File: config.mk
export PLATFORM = sky130hd
export DESIGN_NAME = div_unit
export DESIGN_NICKNAME = d
export VERILOG_FILES = /design/src/design/div_pkg.sv /design/src/design/div_decode.sv /design/src/design/div_radix2_core.sv /design/src/design/div_result.sv /design/src/design/div_unit.sv
export SDC_FILE = /design/constraint.sdc
export NUM_CORES = 1
export LEC_CHECK = 0
export BUFFER_PORTS_ARGS = -buffer_cell sky130_fd_sc_hd__buf_2
export CORE_MARGIN = 8
export CORE_UTILIZATION = 40
export CTS_BUF_LIST = sky130_fd_sc_hd__clkbuf_16
export CTS_CLUSTER_DIAMETER = 150
export CTS_CLUSTER_SIZE = 40
export DETAILED_ROUTE_END_ITERATION = 8
export SYNTH_ARGS = -nofsm -noshare
export SYNTH_HDL_FRONTEND = slang
export SYNTH_SLANG_ARGS = --single-unit
File: constraint.sdc
create_clock -name clk -period 5.2 [get_ports clk]
set_input_delay 0.52 -clock clk [delete_from_list [all_inputs] [get_ports clk]]
set_output_delay 0.52 -clock clk [all_outputs]
set_load 0.02 [all_outputs]
File: src/design/div_pkg.sv
package div_pkg;

    // Data width of the integer datapath.
    localparam int XLEN = 32;

    // Operands, magnitudes, quotient, remainder and result all share this type.
    typedef logic [XLEN-1:0] word_t;

    // Operation code taken from the low two bits of funct3.
    typedef logic [1:0] div_op_t;

    localparam div_op_t OP_DIV  = 2'd0; // Signed quotient.
    localparam div_op_t OP_DIVU = 2'd1; // Unsigned quotient.
    localparam div_op_t OP_REM  = 2'd2; // Signed remainder.
    localparam div_op_t OP_REMU = 2'd3; // Unsigned remainder.

    // Latency from the accepting edge to the edge that raises result_valid.
    localparam int DIV_LATENCY = XLEN + 3;

    // States of the iterative divider core.
    typedef enum logic {
        CORE_IDLE, // Waiting for a start pulse.
        CORE_RUN   // Producing one quotient bit per cycle.
    } core_state_e;

    // Unsigned magnitudes handed from decode to the divider core.
    typedef struct packed {
        word_t dividend_mag; // Absolute value of rs1 for signed ops.
        word_t divisor_mag;  // Absolute value of rs2 for signed ops.
    } div_req_t;

    // Per-operation flags handed from decode to the result stage.
    typedef struct packed {
        logic want_rem; // The operation returns the remainder.
        logic neg_quot; // Operand signs differ on a signed operation.
        logic neg_rem;  // The dividend is negative on a signed operation.
        logic div_zero; // The divisor is zero.
    } div_ctx_t;

endpackage

File: src/design/div_decode.sv
`timescale 1ns/1ps

module div_decode
    import div_pkg::*;
(
    input  logic     clk,
    input  logic     rst,
    input  logic     issue,
    input  div_op_t  op,
    input  word_t    rs1,
    input  word_t    rs2,
    input  logic     done,
    output logic     busy,
    output logic     start,
    output div_req_t req,
    output div_ctx_t ctx
);

    logic     busy_r;       // Set at acceptance, cleared once done is seen.
    logic     accept;       // An issue is taken on this edge.
    logic     is_signed;    // DIV and REM treat the operands as signed.
    logic     rs1_neg;      // Dividend is negative and must be negated.
    logic     rs2_neg;      // Divisor is negative and must be negated.
    word_t    rs1_mag;
    word_t    rs2_mag;
    div_req_t req_next;
    div_ctx_t ctx_next;

    // The unit frees up in the cycle where the core reports done.
    // That lets a new issue be taken while the last result is still on its way out.
    assign busy = busy_r & ~done;

    assign accept = issue & ~busy; // An issue during busy is simply dropped.

    // Bit 0 of the opcode marks the unsigned variants.
    assign is_signed = ~op[0];
    assign rs1_neg   = is_signed & rs1[XLEN-1];
    assign rs2_neg   = is_signed & rs2[XLEN-1];

    // Two's-complement magnitudes. The most negative value maps onto itself,
    // which as an unsigned number is exactly its magnitude.
    assign rs1_mag = rs1_neg ? word_t'(-rs1) : rs1;
    assign rs2_mag = rs2_neg ? word_t'(-rs2) : rs2;

    always_comb begin
        req_next.dividend_mag = rs1_mag;
        req_next.divisor_mag  = rs2_mag;
        ctx_next.want_rem     = op[1];              // Bit 1 selects REM and REMU.
        ctx_next.neg_quot     = rs1_neg ^ rs2_neg;  // Quotient sign is the xor of signs.
        ctx_next.neg_rem      = rs1_neg;            // Remainder follows the dividend sign.
        ctx_next.div_zero     = (rs2 == '0);        // Only zero test in the unit.
    end

    // Control state. start is a single-cycle pulse after each accepted issue.
    always_ff @(posedge clk) begin
        if (rst) begin
            busy_r <= 1'b0;
            start  <= 1'b0;
        end else begin
            start <= accept;
            if (accept) begin
                busy_r <= 1'b1; // Held until the core finishes.
            end else if (done) begin
                busy_r <= 1'b0; // Nothing new arrived with done.
            end
        end
    end

    // Operands and flags stay put until the next accepted issue.
    always_ff @(posedge clk) begin
        if (accept) begin
            req <= req_next;
            ctx <= ctx_next;
        end
    end

endmodule

File: src/design/div_radix2_core.sv
`timescale 1ns/1ps

module div_radix2_core
    import div_pkg::*;
(
    input  logic     clk,
    input  logic     rst,
    input  logic     start,
    input  div_req_t req,
    output logic     done,
    output word_t    quotient,
    output word_t    remainder
);

    // One extra bit so the counter can reach XLEN itself.
    localparam int CNT_W = $clog2(XLEN) + 1;

    core_state_e      state;
    logic [CNT_W-1:0] count;     // Number of quotient bits produced so far.
    word_t            divisor_r; // Divisor captured at start.
    word_t            rem_r;     // Partial remainder.
    word_t            quot_r;    // Dividend bits shift out as quotient bits shift in.
    logic [XLEN:0]    shifted;   // Partial remainder with the next dividend bit appended.
    logic [XLEN+1:0]  diff;      // Trial subtraction with room for the borrow.
    logic             borrow;    // Trial subtraction went negative.
    logic             load;
    logic             step;
    logic             last;

    // Bring down the next dividend bit from the top of the quotient register.
    assign shifted = {rem_r, quot_r[XLEN-1]};
    assign diff    = {1'b0, shifted} - {2'b00, divisor_r};
    assign borrow  = diff[XLEN+1];

    assign last = (count == CNT_W'(XLEN)); // All quotient bits are in.
    assign load = start & (state == CORE_IDLE);
    assign step = (state == CORE_RUN) & ~last;

    // State machine and iteration count.
    always_ff @(posedge clk) begin
        if (rst) begin
            state <= CORE_IDLE;
            count <= '0;
            done  <= 1'b0;
        end else begin
            done <= 1'b0; // done is only ever a single pulse.
            case (state)
                CORE_IDLE: begin
                    if (start) begin
                        state <= CORE_RUN;
                        count <= '0;
                    end
                end
                CORE_RUN: begin
                    if (last) begin
                        state <= CORE_IDLE; // One edge after the final bit.
                        done  <= 1'b1;
                    end else begin
                        count <= count + 1'b1;
                    end
                end
                default: begin
                    state <= CORE_IDLE;
                end
            endcase
        end
    end

    // Restoring datapath. One quotient bit per edge, MSB first.
    always_ff @(posedge clk) begin
        if (load) begin
            divisor_r <= req.divisor_mag;
            rem_r     <= '0;
            quot_r    <= req.dividend_mag;
        end else if (step) begin
            // Keep the difference only when the divisor fit.
            rem_r  <= borrow ? shifted[XLEN-1:0] : diff[XLEN-1:0];
            quot_r <= {quot_r[XLEN-2:0], ~borrow};
        end
    end

    // A zero divisor never borrows. The quotient fills with ones and the
    // remainder ends up holding the whole dividend magnitude.
    assign quotient  = quot_r;
    assign remainder = rem_r;

endmodule

File: src/design/div_result.sv
`timescale 1ns/1ps

module div_result
    import div_pkg::*;
(
    input  logic     clk,
    input  logic     rst,
    input  logic     done,
    input  div_ctx_t ctx,
    input  word_t    quotient,
    input  word_t    remainder,
    output logic     result_valid,
    output word_t    result
);

    logic  quot_flip; // The quotient must change sign.
    word_t quot_fix;  // Quotient with its final sign.
    word_t rem_fix;   // Remainder with its final sign.
    word_t sel;       // Value that goes out for this operation.

    // Division by zero keeps the all-ones quotient regardless of operand signs.
    assign quot_flip = ctx.neg_quot & ~ctx.div_zero;

    // Overflow needs no special handling here.
    // A magnitude of 2^31 with no flip already reads back as the most negative value.
    assign quot_fix = quot_flip ? word_t'(-quotient) : quotient;

    // The remainder takes the sign of the dividend. For a zero divisor this
    // gives back the original dividend.
    assign rem_fix = ctx.neg_rem ? word_t'(-remainder) : remainder;

    assign sel = ctx.want_rem ? rem_fix : quot_fix;

    // result_valid mirrors done one edge later.
    always_ff @(posedge clk) begin
        if (rst) begin
            result_valid <= 1'b0;
        end else begin
            result_valid <= done;
        end
    end

    // The result holds until the next operation completes.
    always_ff @(posedge clk) begin
        if (done) begin
            result <= sel;
        end
    end

endmodule

File: src/design/div_unit.sv
`timescale 1ns/1ps

module div_unit
    import div_pkg::*;
(
    input  logic    clk,
    input  logic    rst,
    input  logic    issue,  // Strobe. Ignored while busy.
    input  div_op_t op,
    input  word_t   rs1,    // Dividend.
    input  word_t   rs2,    // Divisor.
    output logic    busy,
    output logic    result_valid,
    output word_t   result
);

    logic     start;     // Decode tells the core to load.
    logic     done;      // Core finished its iterations.
    div_req_t req;       // Operand magnitudes.
    div_ctx_t ctx;       // Sign and selection flags for the result stage.
    word_t    quotient;
    word_t    remainder;

    // Accepts the operation and forms magnitudes and flags.
    div_decode u_decode (
        .clk   (clk),
        .rst   (rst),
        .issue (issue),
        .op    (op),
        .rs1   (rs1),
        .rs2   (rs2),
        .done  (done),
        .busy  (busy),
        .start (start),
        .req   (req),
        .ctx   (ctx)
    );

    // Unsigned iterative divider.
    div_radix2_core u_core (
        .clk       (clk),
        .rst       (rst),
        .start     (start),
        .req       (req),
        .done      (done),
        .quotient  (quotient),
        .remainder (remainder)
    );

    // Restores signs and picks the quotient or the remainder.
    div_result u_result (
        .clk          (clk),
        .rst          (rst),
        .done         (done),
        .ctx          (ctx),
        .quotient     (quotient),
        .remainder    (remainder),
        .result_valid (result_valid),
        .result       (result)
    );

endmodule

### Word level (Yosys, flattened, before mapping)

Cells that the tools add are included.

| storage, ports and cells | value |
|---|---|
| register bits | 207 |
| input port bits | 69 |
| output and inout bits | 34 |
| logic and storage cells | 62 |

| operators by class | value |
|---|---|
| add/subtract/negate cells | 6 |
| eq/ne operators | 3 |
| multiplexer cells | 17 |
| bitwise logic cells | 15 |
| reductions and logical operators | 5 |

Operators with widths:

| operator | count |
|---|---|
| 32-bit 2-to-1 mux | 8 |
| 32-bit negation | 4 |
| 33-bit by 32-bit subtractor with 34-bit output | 1 |
| 32-bit logical NOT | 1 |
| 6-bit 2-to-1 mux | 2 |
| 6-bit one-hot mux with 2 select lines | 1 |
| 1-bit bitwise AND | 7 |
| 1-bit inverter | 7 |
| 6-bit by 1-bit adder with 6-bit output (second input constant) | 1 |
| 6-bit equality test (second input constant) | 1 |
| 1-bit 2-to-1 mux | 5 |
| 2-bit != test (second input constant) | 2 |
| 2-bit nonzero test | 2 |
| 1-bit one-hot mux with 2 select lines | 1 |
| 2-bit AND reduction | 1 |
| 2-bit OR reduction | 1 |
| 1-bit bitwise XOR | 1 |

### Depth between registers and ports, before layout

| depth | value |
|---|---|
| depth in word-level cells | 5 |
| gate-level depth with buffers | 12 |
| depth with buffers taken out | 11 |

### Hierarchy

Synthesis repeated with hierarchy kept, for this count alone.

| second synthesis, totals | value |
|---|---|
| cells, all modules | 1256 |
| area total of the unflattened synthesis | 12204.2 µm² |

Modules (own cells, without submodules):

| module | instances | cells each | area each (µm²) | sequential area each (µm²) |
|---|---|---|---|---|
| div_radix2_core | 1 | 650 | 5836.8 | 2722.6 |
| div_decode | 1 | 280 | 3562.2 | 2082.0 |
| div_result | 1 | 326 | 2805.2 | 980.9 |

### Least setup slack after synthesis

Ideal clock, no wire load.

| timing | value |
|---|---|
| path kind | register to register |
| start | register u_core.done |
| end | register u_decode.ctx[0] (netlist name) |
| setup time | 0.502 ns |
| data arrival time | 4.438 ns |
| data required time | 4.698 ns |
| slack | 0.260 ns |
| cell stages (with the launch flop) | 3 |
| path buffers | 0 |
| clock period less this slack | 4.940 ns |
| cells stage by stage | dfxtp_1 -> nor2b_1 -> nor2b_1 |

| on the way | value |
|---|---|
| cells in the longest elaborated chain, start to end | 4 |

RTL lines:

| element | RTL line | RTL |
|---|---|---|
| start: declaration | div_radix2_core.sv:10 | `output logic done,` |
| start signal: assignment | div_radix2_core.sv:44 | `done <= 1'b0;` |
| start signal: assignment | div_radix2_core.sv:46 | `done <= 1'b0;` |
| start signal: assignment | div_radix2_core.sv:57 | `done <= 1'b1;` |
| 1-bit inverter | div_decode.sv:31 | `assign busy = busy_r & ~done;` |
| 1-bit bitwise AND | div_decode.sv:31 |  |
| named net busy | div_unit.sv:12 | `output logic busy,` |
| 1-bit inverter | div_decode.sv:33 | `assign accept = issue & ~busy;` |
| 1-bit bitwise AND | div_decode.sv:33 |  |
| named net u_decode.accept | div_decode.sv:20 | `logic accept;` |

The timed path passes the listed nets, and every way through them passes these cells.
A chain may end at the register's enable or synchronous reset.

### Final worst setup path

| timing | value |
|---|---|
| start | register u_core.rem_r[7], in the netlist u_core.remainder[7] |
| end | register u_core.quot_r[0], in the netlist u_core.quotient[0], data pin |

| on the way | value |
|---|---|
| cells in the longest elaborated chain, start to end | 4 |

RTL lines:

| element | RTL line | RTL |
|---|---|---|
| start: declaration | div_radix2_core.sv:21 | `word_t rem_r;` |
| start signal: assignment | div_radix2_core.sv:77 | `rem_r <= borrow ? shifted[XLEN-1:0] : diff[XLEN-1:0];` |
| 33-bit by 32-bit subtractor with 34-bit output | div_radix2_core.sv:32 | `assign diff = {1'b0, shifted} - {2'b00, divisor_r};` |
| 1-bit inverter | div_radix2_core.sv:78 | `quot_r <= {quot_r[XLEN-2:0], ~borrow};` |
| 32-bit 2-to-1 mux | div_radix2_core.sv:75 | `end else if (step) begin` |
| 32-bit 2-to-1 mux | div_radix2_core.sv:71 | `if (load) begin` |
| end signal: assignment | div_radix2_core.sv:74 | `quot_r <= req.dividend_mag;` |
| end signal: assignment | div_radix2_core.sv:78 |  |
| end: declaration | div_radix2_core.sv:22 | `word_t quot_r;` |

No other way between the ends. The select of a mux whose other input is x is not followed.

==> results.ini <==
[outcome]
status = complete, no violations

[cts]
cts-htree-levels = 1
cts_tree = done
ctsHoldBuffers = 0
cts_root_buf = clkbuf_16
clock_latency_ps = 490
cts_buffers = 9
post_cts_resized = 0
postCtsSetupRepairBufs = 0
clk_path_buf_depth = 3
cts.sinks = 207
clk_pin_slew_ps = 140

[run]
cap_violations = 0

[worst_hold_path]
min_path_type = input port to register
holdPathEnd = u_decode.ctx[3]
hold_depth = 1
hold_path_startpoint = op[1]

[floorplan]
die_area_sq_um = 35300
fp-row-count = 63
initial_core_util = 0.402
die_x_um = 188
coreArea_sq_um = 29400
die_h_um = 188
ios = 103

[synth]
synthTopCellsByArea = edfxtp_1 (42%), dfxtp_1 (7.3%), xnor2_1 (5.6%)
yosysMostFrequentCell = nand2_1
syn_area_sq_um = 11800
yosys_warnings = 0
syn_inst = 1202
synth_cell_types = 60
synth_top_area_frac = 0.417
avgSynthCellArea_sq_um = 9.83
synth_flop_cell = edfxtp_1
yosysTopAreaCell = edfxtp_1
async_flop_share = 0
synthTopCellsByCount = nand2_1 (166), edfxtp_1 (164), nor2_1 (98)
ys_ff_latch = 207
synth_edf_count = 164
syn_nets = 1310
ys_seq_area_frac = 0.489

[setup_path]
cp.required_ps = 5420
critical_path_class = register to register
critPathArrivalTime_ps = 3770
crit_start = u_core.remainder[7]
r2r_end = u_core.quotient[0]
slowest_stage = a211o_1
cpPeakStageDelay_ps = 830
rrSetupSlack_ps = 1650
path_max_fanout = 31
crit_path_end_kind = register
r2r-start = u_core.remainder[7]
crit_chain = ha_1 > a21oi_1 > nor2_1 > a211oi_1 > o221ai_1 > a21oi_1 > a211o_1 > o21ai_0
start_kind = register
crit_top_cell = a21oi_1
reg2reg_depth = 8

[pwr]
ir_worst_vdd_uv = 207
total_power_w = 0.00350
power_density_nw_per_um2 = 270
p_leak_nw = 4.96

[global_route]
grt_pass1_vias = 8400
grt_use_total = 0.156
antenna_found_initial = 0
grt_max_degree = 70
grt_pass1_wl_mm = 45.3
grt_overflow_total = 0

[layout]
seq_area_sq_um = 5790
area_growth_pct = 9.89
fillers = 2817
drive_above_1_share = 0.106
multi_input_area_sq_um = 5670
insertedDiodeCount = 0
nets = 1386

[drt]
post_drt_wl_per_cell_um = 17.2
antenna_left = 0
post_drt_via_cell_ratio = 5.36
dr.pass1.iters = 6
drt-total-wl_mm = 28.8
route.detailed.drc = 0
drtIter0Drc = 654
vias = 8949

[timing]
post-route-period-util = 0.683
rsz0062_at_grt = false
relSlewSlack = 0.249
min_period_ps = 3550
final.setup.tns_ps = 0
skew_ps = 52.3
slew_viol_final = 0
max_freq_mhz = 282
hold_viol_final = 0
setup_viol = 0
worst_pin_slew_ps = 1120

[placed_design]
gp_congestion = 0.887
portBuffers = 102
dp_hpwl_mm = 22.1

-- metrics by stage --
stage               worst slack (ps)  std cells  cell area [sq um]   util  hold WS [ps]
global placement                1820       1657              12700  0.433           402
floorplan                        260       1202              11800      -           400
detailed placement              1690       1657              12700  0.433           405
finish                          1650       1670              13000  0.442           202
global route                    1250       1670              13000  0.442           198
CTS                             1670       1670              13000  0.442           191
-- cells by family after synthesis --
group	count (synthesis)	share of synthesized area
flip-flops	207	0.489
adder cells (fa/ha/maj)	39	0.0419
XOR/XNOR	146	0.108
AND/OR/NAND/NOR	411	0.162
buffers and inverters	99	0.0316
AO/OA/AOI/OAI	283	0.152
multiplexers	17	0.0144
-- flip-flops by register name, summed over array words and instances (netlist names), 4 cells and up --
| name | flops |
|---|---|
| u_core.quotient | 32 |
| u_decode.req | 64 |
| u_decode.ctx | 4 |
| u_core.divisor_r | 32 |
| u_result.result | 32 |
| u_core.count | 6 |
| u_core.remainder | 32 |
-- area by class of cell --
type | count | area share
Timing Repair Buffer | 112 | 0.0451
Inverter | 52 | 0.0150
Clock buffer | 9 | 0.0173
Tap cell | 390 | 0.0376
Multi-Input combinational cell | 896 | 0.436
Sequential cell | 207 | 0.445
Clock inverter | 4 | 0.00318
-- worst max path at each step --
| stage | to | slack, ps | depth (start not counted) |
|---|---|---|---|
| 2_1_floorplan | u_decode.ctx[0] | 260 | 2 |
| 3_3_place_gp | u_core.quotient[0] | 1820 | 8 |
| 3_5_place_dp | u_core.quotient[0] | 1690 | 8 |
| 4_1_cts | u_core.quotient[0] | 1670 | 8 |
| 5_1_grt | u_core.remainder[1] | 1250 | 8 |
| 6_report | u_core.quotient[0] | 1650 | 8 |
-- layout by cell type, fill, tap and decap left out, types with 17 or more instances in the layout --
| cell type | n |
|---|---|
| nand2_1 | 166 |
| edfxtp_1 | 164 |
| buf_2 | 102 |
| nor2_1 | 98 |
| a21oi_1 | 84 |
| xnor2_1 | 75 |
| o21ai_0 | 75 |
| xor2_1 | 71 |
| inv_1 | 53 |
| dfxtp_1 | 43 |
| ha_1 | 38 |
| o31ai_1 | 24 |
| nand3_1 | 23 |
| nand2b_1 | 17 |
| mux2i_1 | 17 |
-- power breakdown --
group          internal, W  total (W)  switching, W
Sequential         0.00191    0.00198     0.0000689
Combinational     0.000262   0.000685      0.000423
Clock             0.000331   0.000840      0.000509
Total              0.00250    0.00350       0.00100
-- per-layer routing --
layer	share of wire	global-route usage
met5	0	0
met4	0.027	0.0488
met3	0.047	0.0215
met2	0.45	0.247
met1	0.48	0.219
-- critical path, delay by kind of cell (launching register included) --
kind,cells,cell delay [ps]
AOI/OAI and AO/OA,6,2370
DFF,1,500
adders and majority gates,1,330
and+or+nand+nor,1,70
Power figures use the tool's default switching activity.
